[config.mk]
export PLATFORM = sky130hd
export DESIGN_NAME = dbg_uart_top
export DESIGN_NICKNAME = d
export VERILOG_FILES = /design/src/dbg_uart_pkg.sv /design/src/dbg_uart_rx.sv /design/src/dbg_uart_tx.sv /design/src/dbg_cmd_engine.sv /design/src/dbg_uart_top.sv
export VERILOG_INCLUDE_DIRS = /design/src
export SDC_FILE = /design/constraint.sdc
export NUM_CORES = 2
export LEC_CHECK = 0
export CORE_MARGIN = 2
export CORE_UTILIZATION = 40
export CTS_CLUSTER_SIZE = 28
export DETAILED_ROUTE_END_ITERATION = 12
export DONT_BUFFER_PORTS = 1
export GPL_ROUTABILITY_DRIVEN = 0
export PLACE_DENSITY = 0.66
export RECOVER_POWER = 25
export SLEW_MARGIN = 0
export SYNTH_ARGS = -nofsm -noshare
export SYNTH_HDL_FRONTEND = slang
export SYNTH_SLANG_ARGS = --single-unit
[constraint.sdc]
create_clock -name clk -period 5.8 [get_ports clk]
set_input_delay 0.58 -clock clk [delete_from_list [all_inputs] [get_ports clk]]
set_output_delay 0.58 -clock clk [all_outputs]
set_load 0.01 [all_outputs]
[src/dbg_uart_cfg.svh]
/* Build-time settings of the UART debug server: bit timing, memory size, exec width */

`ifndef DBG_UART_CFG_SVH
`define DBG_UART_CFG_SVH

////////////////////////////////////////////////////
// Serial line
////////////////////////////////////////////////////

// clk cycles per UART bit, at least 2
`define DBG_CLKS_PER_BIT 8

////////////////////////////////////////////////////
// Target resources
////////////////////////////////////////////////////

// Byte memory and its index width, kept in step
`define DBG_MEM_BYTES 256
`define DBG_MEM_AW 8

// Width of the exec entry address output
`define DBG_EXEC_AW 32

`endif

[src/dbg_uart_pkg.sv]
/* Protocol byte codes, engine states and the byte type of the UART debug server */

package dbg_uart_pkg;

  // One UART payload byte
  typedef logic [7:0] dbg_byte_t;

  // Bytes on the wire, as the host tools expect them
  typedef enum logic [7:0] {
    EOT       = 8'h04,
    ACK       = 8'h06,
    CMD_READ  = 8'h11,
    CMD_WRITE = 8'h12,
    CMD_EXEC  = 8'h13,
    EOC       = 8'h14
  } dbg_code_e;

  // Command engine FSM
  typedef enum logic [3:0] {
    IDLE,
    FIELD,
    SEND_ACK,
    DATA_RX,
    DATA_TX,
    SEND_EOT,
    EOC_CODE
  } dbg_state_e;

endpackage

[src/dbg_uart_rx.sv]
/* UART receiver: 8N1 frames from the serial line to one-cycle byte strobes */

`timescale 1ns/1ps

`include "dbg_uart_cfg.svh"

module dbg_uart_rx (
  input  logic                   clk,
  input  logic                   reset_i,
  input  logic                   uart_rx_i,
  output dbg_uart_pkg::dbg_byte_t rx_data_o,
  output logic                   rx_valid_o
);

  import dbg_uart_pkg::*;

  localparam int clks_per_bit = `DBG_CLKS_PER_BIT;
  localparam int cnt_w        = $clog2(clks_per_bit);

  localparam logic [cnt_w-1:0] cnt_half = cnt_w'(clks_per_bit / 2 - 1);
  localparam logic [cnt_w-1:0] cnt_full = cnt_w'(clks_per_bit - 1);

  logic [1:0]       sync_q;
  logic             line;
  logic             busy_q;
  logic [cnt_w-1:0] cnt_q;
  // 0 is the start bit, 1 to 8 data, 9 the stop bit
  logic [3:0]       bit_q;
  dbg_byte_t        shift_q;

  // Line after the two-flop synchronizer
  assign line      = sync_q[1];
  assign rx_data_o = shift_q;

  always_ff @(posedge clk) begin
    if (reset_i) begin
      sync_q     <= 2'b11;
      busy_q     <= 1'b0;
      cnt_q      <= '0;
      bit_q      <= '0;
      rx_valid_o <= 1'b0;
    end else begin
      sync_q     <= {sync_q[0], uart_rx_i};
      rx_valid_o <= 1'b0;
      if (!busy_q) begin
        // Falling start edge, first sample half a bit later
        if (!line) begin
          busy_q <= 1'b1;
          cnt_q  <= cnt_half;
          bit_q  <= '0;
        end
      end else if (cnt_q != '0) begin
        cnt_q <= cnt_q - 1'b1;
      end else begin
        cnt_q <= cnt_full;
        bit_q <= bit_q + 1'b1;
        if (bit_q == 4'd0) begin
          // Glitch, not a real start bit
          if (line) busy_q <= 1'b0;
        end else if (bit_q == 4'd9) begin
          busy_q     <= 1'b0;
          // Framing error drops the byte
          rx_valid_o <= line;
        end
      end
    end
  end

  // Data bits arrive LSB first
  always_ff @(posedge clk) begin
    if (busy_q && cnt_q == '0 && bit_q != 4'd0 && bit_q != 4'd9) begin
      shift_q <= {line, shift_q[7:1]};
    end
  end

endmodule

[src/dbg_uart_tx.sv]
/* UART transmitter: one 8N1 frame per accepted byte, ready while idle */

`timescale 1ns/1ps

`include "dbg_uart_cfg.svh"

module dbg_uart_tx (
  input  logic                    clk,
  input  logic                    reset_i,
  input  dbg_uart_pkg::dbg_byte_t tx_data_i,
  input  logic                    tx_valid_i,
  output logic                    tx_ready_o,
  output logic                    uart_tx_o
);

  import dbg_uart_pkg::*;

  localparam int clks_per_bit = `DBG_CLKS_PER_BIT;
  localparam int cnt_w        = $clog2(clks_per_bit);

  localparam logic [cnt_w-1:0] cnt_full = cnt_w'(clks_per_bit - 1);

  logic             busy_q;
  logic [cnt_w-1:0] cnt_q;
  // Bits still to go after the one on the line
  logic [3:0]       bits_q;
  logic [9:0]       frame_q;

  assign tx_ready_o = ~busy_q;
  assign uart_tx_o  = busy_q ? frame_q[0] : 1'b1;

  always_ff @(posedge clk) begin
    if (reset_i) begin
      busy_q <= 1'b0;
      cnt_q  <= '0;
      bits_q <= '0;
    end else if (!busy_q) begin
      if (tx_valid_i) begin
        busy_q <= 1'b1;
        cnt_q  <= cnt_full;
        bits_q <= 4'd9;
      end
    end else if (cnt_q != '0) begin
      cnt_q <= cnt_q - 1'b1;
    end else if (bits_q == '0) begin
      // Stop bit done
      busy_q <= 1'b0;
    end else begin
      cnt_q  <= cnt_full;
      bits_q <= bits_q - 1'b1;
    end
  end

  // Stop, data LSB first, start
  always_ff @(posedge clk) begin
    if (!busy_q && tx_valid_i) begin
      frame_q <= {1'b1, tx_data_i, 1'b0};
    end else if (busy_q && cnt_q == '0) begin
      frame_q <= {1'b1, frame_q[9:1]};
    end
  end

endmodule

[src/dbg_cmd_engine.sv]
/* Debug command engine: ACK challenge, memory read/write, exec strobe, EOC report */

`timescale 1ns/1ps

`include "dbg_uart_cfg.svh"

module dbg_cmd_engine (
  input  logic                    clk,
  input  logic                    reset_i,
  input  dbg_uart_pkg::dbg_byte_t rx_data_i,
  input  logic                    rx_valid_i,
  output dbg_uart_pkg::dbg_byte_t tx_data_o,
  output logic                    tx_valid_o,
  input  logic                    tx_ready_i,
  output logic                    exec_valid_o,
  output logic [`DBG_EXEC_AW-1:0] exec_addr_o,
  input  logic                    eoc_i,
  input  logic [31:0]             exit_code_i
);

  import dbg_uart_pkg::*;

  dbg_state_e            state_q;
  dbg_code_e             cmd_q;
  logic [3:0]            field_cnt_q;
  logic [2:0]            eoc_cnt_q;
  logic                  eoc_pend_q;
  logic                  wr_en_q;
  logic                  tx_fire;
  logic [63:0]           addr_q;
  logic [63:0]           addr_nxt;
  logic [63:0]           len_q;
  logic [`DBG_MEM_AW-1:0] idx_q;
  dbg_byte_t             wr_data_q;
  logic [31:0]           exit_code_q;
  logic [39:0]           eoc_word_q;
  dbg_byte_t             mem_q [`DBG_MEM_BYTES];

  // Fields are little endian, newest byte enters at the top
  assign addr_nxt = {rx_data_i, addr_q[63:8]};
  assign tx_fire  = tx_valid_o & tx_ready_i;

  ////////////////////////////////////////////////////
  // Reply byte
  ////////////////////////////////////////////////////

  always_comb begin
    tx_valid_o = 1'b1;
    case (state_q)
      SEND_ACK: tx_data_o = ACK;
      DATA_TX:  tx_data_o = mem_q[idx_q];
      SEND_EOT: tx_data_o = EOT;
      EOC_CODE: tx_data_o = eoc_word_q[7:0];
      default: begin
        tx_data_o  = ACK;
        tx_valid_o = 1'b0;
      end
    endcase
  end

  ////////////////////////////////////////////////////
  // FSM
  ////////////////////////////////////////////////////

  always_ff @(posedge clk) begin
    if (reset_i) begin
      state_q      <= IDLE;
      field_cnt_q  <= '0;
      eoc_cnt_q    <= '0;
      eoc_pend_q   <= 1'b0;
      exec_valid_o <= 1'b0;
      wr_en_q      <= 1'b0;
    end else begin
      exec_valid_o <= 1'b0;
      wr_en_q      <= 1'b0;
      if (eoc_i) eoc_pend_q <= 1'b1;
      case (state_q)
        IDLE: begin
          if (eoc_pend_q) begin
            state_q    <= EOC_CODE;
            eoc_cnt_q  <= '0;
            eoc_pend_q <= eoc_i;
          end else if (rx_valid_i) begin
            // Anything else is ignored
            case (rx_data_i)
              ACK: state_q <= SEND_ACK;
              CMD_READ, CMD_WRITE, CMD_EXEC: begin
                state_q     <= FIELD;
                field_cnt_q <= '0;
              end
              default: ;
            endcase
          end
        end
        FIELD: begin
          if (rx_valid_i) begin
            field_cnt_q <= field_cnt_q + 1'b1;
            // Exec carries the address only
            if ((cmd_q == CMD_EXEC && field_cnt_q == 4'd7) || field_cnt_q == 4'd15) begin
              state_q      <= SEND_ACK;
              exec_valid_o <= (cmd_q == CMD_EXEC);
            end
          end
        end
        SEND_ACK: begin
          if (tx_fire) begin
            if (cmd_q != CMD_READ && cmd_q != CMD_WRITE) begin
              state_q <= IDLE;
            end else if (len_q == '0) begin
              state_q <= SEND_EOT;
            end else begin
              state_q <= (cmd_q == CMD_READ) ? DATA_TX : DATA_RX;
            end
          end
        end
        DATA_RX: begin
          if (rx_valid_i) begin
            wr_en_q <= 1'b1;
            if (len_q == 64'd1) state_q <= SEND_EOT;
          end
        end
        DATA_TX: begin
          if (tx_fire && len_q == 64'd1) state_q <= SEND_EOT;
        end
        SEND_EOT: begin
          if (tx_fire) state_q <= IDLE;
        end
        EOC_CODE: begin
          // EOC then four code bytes
          if (tx_fire) begin
            eoc_cnt_q <= eoc_cnt_q + 1'b1;
            if (eoc_cnt_q == 3'd4) state_q <= IDLE;
          end
        end
        default: state_q <= IDLE;
      endcase
    end
  end

  ////////////////////////////////////////////////////
  // Fields, index and payload
  ////////////////////////////////////////////////////

  always_ff @(posedge clk) begin
    if (eoc_i) exit_code_q <= exit_code_i;
    // Index moves on once the buffered byte is stored
    if (wr_en_q) idx_q <= idx_q + 1'b1;
    case (state_q)
      IDLE: begin
        if (eoc_pend_q) begin
          eoc_word_q <= {exit_code_q, EOC};
        end else if (rx_valid_i) begin
          cmd_q <= dbg_code_e'(rx_data_i);
        end
      end
      FIELD: begin
        if (rx_valid_i) begin
          if (field_cnt_q < 4'd8) addr_q <= addr_nxt;
          else len_q <= {rx_data_i, len_q[63:8]};
          if (cmd_q == CMD_EXEC && field_cnt_q == 4'd7) begin
            exec_addr_o <= addr_nxt[`DBG_EXEC_AW-1:0];
          end
          // Upper address bits are dropped
          if (field_cnt_q == 4'd15) idx_q <= addr_q[`DBG_MEM_AW-1:0];
        end
      end
      DATA_RX: begin
        if (rx_valid_i) begin
          wr_data_q <= rx_data_i;
          len_q     <= len_q - 1'b1;
        end
      end
      DATA_TX: begin
        if (tx_fire) begin
          idx_q <= idx_q + 1'b1;
          len_q <= len_q - 1'b1;
        end
      end
      EOC_CODE: begin
        if (tx_fire) eoc_word_q <= {8'h00, eoc_word_q[39:8]};
      end
      default: ;
    endcase
  end

  always_ff @(posedge clk) begin
    if (wr_en_q) mem_q[idx_q] <= wr_data_q;
  end

endmodule

[src/dbg_uart_top.sv]
/* UART debug server top: receiver, transmitter and command engine */

`timescale 1ns/1ps

`include "dbg_uart_cfg.svh"

module dbg_uart_top (
  input  logic                    clk,
  input  logic                    reset_i,
  input  logic                    uart_rx_i,
  output logic                    uart_tx_o,
  output logic                    exec_valid_o,
  output logic [`DBG_EXEC_AW-1:0] exec_addr_o,
  input  logic                    eoc_i,
  input  logic [31:0]             exit_code_i
);

  import dbg_uart_pkg::*;

  dbg_byte_t rx_data;
  logic      rx_valid;
  dbg_byte_t tx_data;
  logic      tx_valid;
  logic      tx_ready;

  // Serial line in
  dbg_uart_rx i_rx (
    .clk        ( clk       ),
    .reset_i    ( reset_i   ),
    .uart_rx_i  ( uart_rx_i ),
    .rx_data_o  ( rx_data   ),
    .rx_valid_o ( rx_valid  )
  );

  // Serial line out
  dbg_uart_tx i_tx (
    .clk        ( clk       ),
    .reset_i    ( reset_i   ),
    .tx_data_i  ( tx_data   ),
    .tx_valid_i ( tx_valid  ),
    .tx_ready_o ( tx_ready  ),
    .uart_tx_o  ( uart_tx_o )
  );

  dbg_cmd_engine i_engine (
    .clk          ( clk          ),
    .reset_i      ( reset_i      ),
    .rx_data_i    ( rx_data      ),
    .rx_valid_i   ( rx_valid     ),
    .tx_data_o    ( tx_data      ),
    .tx_valid_o   ( tx_valid     ),
    .tx_ready_i   ( tx_ready     ),
    .exec_valid_o ( exec_valid_o ),
    .exec_addr_o  ( exec_addr_o  ),
    .eoc_i        ( eoc_i        ),
    .exit_code_i  ( exit_code_i  )
  );

endmodule

# After elaboration in Yosys (flattened, before gate mapping)
# Memory sizes are Yosys's and may differ from the RTL's. A register that Yosys moved wholly into a read port is not among the register bits.
# Index checks and enable logic that the tools add are counted.
dict set report totals {
  reg_bits 306
  mem_bits_rw 2048
  input_bits 36
  out_inout_bits 34
  word_cells 197
  mem_count 1
}
# name words width rd rd_ports_with_merged_regs write_ports line
set memory_table {}
lappend memory_table {i_engine.mem_q 256 8 1 1 1 dbg_cmd_engine.sv:37} ;# dbg_byte_t mem_q [`DBG_MEM_BYTES];
dict set report op_classes {
  add_sub_neg 8
  n_lt_le_gt_ge 1
  n_eq_ne 42
  n_mux 71
  bitwise_logic 9
  reduce_logical 40
}
# operator count
set ops {}
lappend ops {{2-to-1 mux 64 bit} 4}
lappend ops {{case mux 64 bit (3 select lines)} 1}
lappend ops {{2-to-1 mux 4 bit} 24}
lappend ops {{2-to-1 mux 40 bit} 2}
lappend ops {{case mux 40 bit (2 select lines)} 1}
lappend ops {{== test 64 x 1 -> 1 bit (second input constant)} 1}
lappend ops {{zero test 64 bit} 1}
lappend ops {{subtractor 64 x 1 -> 64 bit (second input constant)} 1}
lappend ops {{== test 8 x 5 -> 1 bit (second input constant)} 5}
lappend ops {{2-to-1 mux 8 bit} 4}
lappend ops {{2-to-1 mux 3 bit} 10}
lappend ops {{case mux 4 bit (7 select lines)} 1}
lappend ops {{case mux 8 bit (3 select lines)} 1}
lappend ops {{inequality test 2 bit (second input constant)} 10}
lappend ops {{2-to-1 mux 9 bit} 2}
lappend ops {{inequality test 2 x 1 -> 1 bit (second input constant)} 9}
lappend ops {{2-to-1 mux 1 bit} 17}
lappend ops {{== test 4 x 3 -> 1 bit (second input constant)} 4}
lappend ops {{inequality test 8 x 5 -> 1 bit (second input constant)} 2}
lappend ops {{case mux 4 bit (2 select lines)} 2}
lappend ops {{case mux 8 bit (2 select lines)} 1}
lappend ops {{AND reduction 3 bit} 5}
lappend ops {{zero test 4 bit} 3}
lappend ops {{AND reduction 11 bit} 1}
lappend ops {{31 further kinds} 59}

# Logic depth before layout (Yosys ltp)
dict set report depth {
  depth_word 7
  mapped_depth 13
  depth_no_buf 9
}

# Hierarchy
# From an unflattened synthesis, not the netlist that was laid out.
dict set report hier_totals {
  hier_cells 4859
  area_unflattened_um2 92105.8
}
# mod n_inst cells_each area_each_um2 seq_area_each_um2
set by_module_without_submodules {}
lappend by_module_without_submodules {dbg_cmd_engine 1 4716 90525.6 69366.5}
lappend by_module_without_submodules {dbg_uart_tx 1 75 807.0 420.4}
lappend by_module_without_submodules {dbg_uart_rx 1 68 773.2 460.4}

# Least setup slack after synthesis
# Ideal clock, no wire load.
dict set report synth_path {
  kind {reg-to-reg}
  from {register i_engine.state_q[1]}
  to {register i_engine.len_q[0], enable pin}
  setup_ps 574
  arrival_time_ps 5331
  required_ps 5226
  slack_ps -106
  stages_incl_launch_ff 5
  synth_period_minus_slack_ps 5906
  path_cell_list {dfxtp_1 clkbuf_1 clkbuf_1 nor2_1 o21ai_0}
}
dict set report synth_between {
  elab_chain_len 6
  elab_cells_between_ends 15
}
# item line
set synth_rtl {}
lappend synth_rtl {{start: declaration} dbg_cmd_engine.sv:23} ;# dbg_state_e state_q;
lappend synth_rtl {{start signal: assignment} dbg_cmd_engine.sv:112} ;# state_q <= (cmd_q == CMD_READ) ? DATA_TX : DATA_RX;
lappend synth_rtl {{== test 4 x 2 -> 1 bit (tied with other cells)} dbg_cmd_engine.sv:49} ;# case (state_q)
lappend synth_rtl {{OR reduction 4 bit (no line)} -}
lappend synth_rtl {{2-to-1 mux 1 bit} dbg_cmd_engine.sv:49}
lappend synth_rtl {{bitwise AND 1 bit} dbg_cmd_engine.sv:41} ;# assign tx_fire = tx_valid_o & tx_ready_i;
lappend synth_rtl {{inequality test 2 x 1 -> 1 bit (no line)} -}
lappend synth_rtl {{AND reduction 5 bit (no line) *} -}
lappend synth_rtl {{end signal: assignment} dbg_cmd_engine.sv:159} ;# else len_q <= {rx_data_i, len_q[63:8]};
lappend synth_rtl {{end signal: assignment} dbg_cmd_engine.sv:170} ;# len_q <= len_q - 1'b1;
lappend synth_rtl {{end signal: assignment} dbg_cmd_engine.sv:176} ;# len_q <= len_q - 1'b1;
lappend synth_rtl {{end: declaration} dbg_cmd_engine.sv:32} ;# logic [63:0] len_q;
# Every way passes the cells marked *; elsewhere a longest branch is shown, timed or not.
# A chain may end at the register's enable or synchronous reset.

# Final worst setup path
dict set report layout_path {
  from {register i_engine.wr_data_q[0]}
  to {memory i_engine.mem_q[152][0] (netlist name), data pin}
}
# item line
set layout_lines {}
lappend layout_lines {{start: declaration} dbg_cmd_engine.sv:34} ;# dbg_byte_t wr_data_q;
lappend layout_lines {{start signal: assignment} dbg_cmd_engine.sv:169} ;# wr_data_q <= rx_data_i;
lappend layout_lines {{end: declaration} dbg_cmd_engine.sv:37}
# No word-level cell before the write port.

==> summary.txt <==
Status
  • Status: finished, violations left
  • Failing checks: capacitance limit, slew limit

STA
  • Final setup violation count: 0
  • Final period utilization: 0.8461
  • Fin crit period: 4.908 ns
  • Setup TNS: 0 ns
  • Final hold vios: 0
  • Max Fclk: 0.2038 GHz
  • Clock skew: 0.06333 ns
  • Worst-Margin Slew: 5.000 ns
  • RSZ-0062 raised after global routing: false
  • Slew headroom: -2.333
  • Slew Limit Fails: 1021

Pwr
  • Max rail drop VDD: 0.3395 mV
  • Sw Ratio: 0.2669
  • Logic pwr share: 0.187
  • Leakage: 0.03190 µW
  • Int Power: 31010 µW
  • Net Sw Power: 11290 µW
  • Clock share of power: 0.360
  • Total power: 42300 µW
  • Sequential fraction of design power: 0.453
  • PD cells: 407.2 mW/mm²

Critical path
  • Crit Path Class: register to register
  • Worst-path cell chain: clkbuf_2
  • Worst R2R Path Depth: 1
  • Maximum fanout along the worst path: 228
  • Flop-to-flop setup slack: 0.89 ns
  • End point of the critical path: i_engine.mem_q[152][0]$_DFFE_PP_
  • Worst R2R Start: i_engine.wr_data_q[0]$_DFFE_PP_
  • CP Data Required Time: 5.69 ns
  • CP max stage cell: clkbuf_2
  • Startpoint types: register
  • Arr. time, crit path: 4.80 ns
  • Critical path's top delay family: buffers and inverters
  • R2R Path End: i_engine.mem_q[152][0]$_DFFE_PP_
  • Crit path depth: 1
  • Buf/Inv on CP: 1
  • Slowest stage delay, CP: 3.45 ns
  • Crit path from: i_engine.wr_data_q[0]$_DFFE_PP_
  • Critical Path End Type: register

Global routing
  • Vias in the first global route: 47290
  • Total GRT Usage: 0.1923
  • Grt ovf: 0
  • Largest net degree at the start of global routing: 229
  • Antenna violations before repair: 6
  • Global-route wire length before repair: 333000 µm

CTS
  • CTS Buffer Depth: 3
  • Later-pin clock latency in the skew report: 0.87 ns
  • CTS tree: built
  • TritonCTS Buffers: 227
  • Hold-fix buffers at CTS: 36
  • Postcts setup bufs: 0
  • Clock Tree Root: clkbuf_16
  • Clock tree sinks: 2353
  • Post-CTS resize count: 0
  • Worst-path clk slew: 0.07 ns
  • H-tree Lvls: 4

Route
  • Via count: 47630
  • Final wirelength: 229500 µm
  • Antenna Violating Nets Remaining: 0
  • Initial DRC Count: 6136
  • Vias/cell: 5.841
  • DRC: 0
  • Pre-antenna DRT Iters: 6
  • Drt wl/cell: 28.14 µm

Synth
  • Ys flop type: edfxtp_1
  • Seq/Total Area, Yosys: 0.7600
  • Syn Std Cell Area: 0.09243 mm²
  • Syn avg cell area: 19.15 µm²
  • YS warnings: 0
  • Top cell type's share of synthesized area: 0.7511
  • Number of synthesized flops with an enable pin: 2312
  • Area contributors post-synth: edfxtp_1, mux4_2, nor2_1, mux2i_1, nand2_1
  • Mapped Cells: 4827
  • Post-synthesis register bit count: 2353
  • Post-Syn Nets: 4881
  • Yosys cell types: 83
  • Cell accounting for the most synthesized area: edfxtp_1
  • Async SR Flop Fraction: 0

Final layout
  • P&R area growth vs syn: 12.39%
  • Multi-input gate area: 0.02067 mm²
  • # nets final: 4987
  • Share of cells above drive strength 1: 0.1934
  • Register area: 0.07026 mm²
  • Antenna Cells: 0
  • Filler cell count: 19210
  • Commonest non-fill, non-tap cell in the layout: edfxtp_1
  • Most frequent cells in the layout: edfxtp_1, mux4_2, nor2_1

Place
  • Number of I/O port buffers: 0
  • Post-detail-place hpwl: 138200 µm

Floorplanning
  • I/O pins: 70
  • Die width: 484.7 µm
  • Die span in y: 484.7 µm
  • Starting Density: 0.4020
  • Core Rows: 176
  • Core Region: 0.2299 mm²
  • Die area: 0.2349 mm²

Flow run
  • Max-Cap Viols: 10

Worst hold path
  • Min-delay worst type: input pin to register
-- power by group through the flow --
stage	Sequential [µW]	Clock (µW)	Combinational, µW
finish	19200	15200	7910
detailed placement	19500	0	7870
global route	19200	16100	8350
floorplan	19200	0	6070
global placement	19500	0	7840
CTS	19100	15400	7930
-- cells by family after synthesis --
| group | count (synthesis) | share of synthesized area |
|---|---|---|
| and+or+nand+nor | 953 | 0.04801 |
| AOI/OAI and AO/OA | 499 | 0.03598 |
| muxes | 633 | 0.1298 |
| buffers and inverters | 301 | 0.01716 |
| xor gates and xnor gates | 70 | 0.006633 |
| DFF | 2353 | 0.7600 |
| adders and majority gates | 18 | 0.002437 |
-- Yosys cell counts, drive strengths merged (26+ instances only) --
library cell,n
a22oi,114
a21oi,87
clkbuf,143
edfxtp,2312
nor3,54
buf,128
nor4,30
nand2,253
mux2,63
nand3,47
o22ai,56
dfxtp,41
o21ai,104
nor2,378
mux4,446
xnor2,44
inv,28
nor2b,26
xor2,26
mux2i,124
-- routing by layer --
layer	wire, µm	global-route usage	vias to the layer above
met5	92	0	-
met4	7861	0.06454	8
met3	23830	0.04919	433
met2	105900	0.2952	2421
met1	91840	0.2681	24970
li1	-	-	19800
-- state kept, by name, indices dropped and copies added, names as in the netlist, 3 cells and up --
register,cells
i_engine.eoc_word_q,40
i_rx.rx_data_o,8
i_engine.addr_q,64
i_tx.cnt_q,3
i_engine.idx_q,8
i_engine.mem_q,2048
i_engine.field_cnt_q,4
i_tx.bits_q,4
i_rx.bit_q,4
i_engine.wr_data_q,8
i_rx.cnt_q,3
i_engine.cmd_q,8
i_engine.state_q,3
i_engine.len_q,64
i_engine.eoc_cnt_q,3
i_tx.frame_q,9
i_engine.exit_code_q,32
i_engine.exec_addr_o,32
-- layout make-up --
cell class                      instances  area share
Clock buffer                          273     0.05634
Clock inverter                        152     0.01817
Inverter                               30    0.001108
Multi-Input combinational cell       2173      0.1989
Sequential cell                      2353      0.6764
Tap cell                             3026     0.03645
Timing Repair Buffer                  148     0.01262
-- worst min path at each step --
stage / start / end / depth (start not counted)
global route: exit_code_i[9] / i_engine.exit_code_q[9]$_DFFE_PP_ / 1
detailed placement: i_rx.sync_q[0]$_SDFF_PP1_ / i_rx.sync_q[1]$_SDFF_PP1_ / 1
global placement: i_rx.sync_q[0]$_SDFF_PP1_ / i_rx.sync_q[1]$_SDFF_PP1_ / 1
finish: exit_code_i[9] / i_engine.exit_code_q[9]$_DFFE_PP_ / 1
CTS: exit_code_i[18] / i_engine.exit_code_q[18]$_DFFE_PP_ / 1
floorplan: i_rx.sync_q[0]$_SDFF_PP1_ / i_rx.sync_q[1]$_SDFF_PP1_ / 1
-- per-stage QoR --
stage                     instances  setup WS [ns]  hold WS, ns  area [µm²]  utilization
final                          8155         0.8925       0.3109      103900       0.4519
after detailed placement       7694          1.159       0.3980       95860       0.4170
after global placement         7694          1.072       0.3918       95860       0.4170
after CTS                      8155          1.072       0.2420      104000       0.4523
after floorplan                4827          1.620       0.3895       92430            -
after global routing           8155         0.5582       0.2603      103900       0.4519
(Power assumes the default switching activity.)
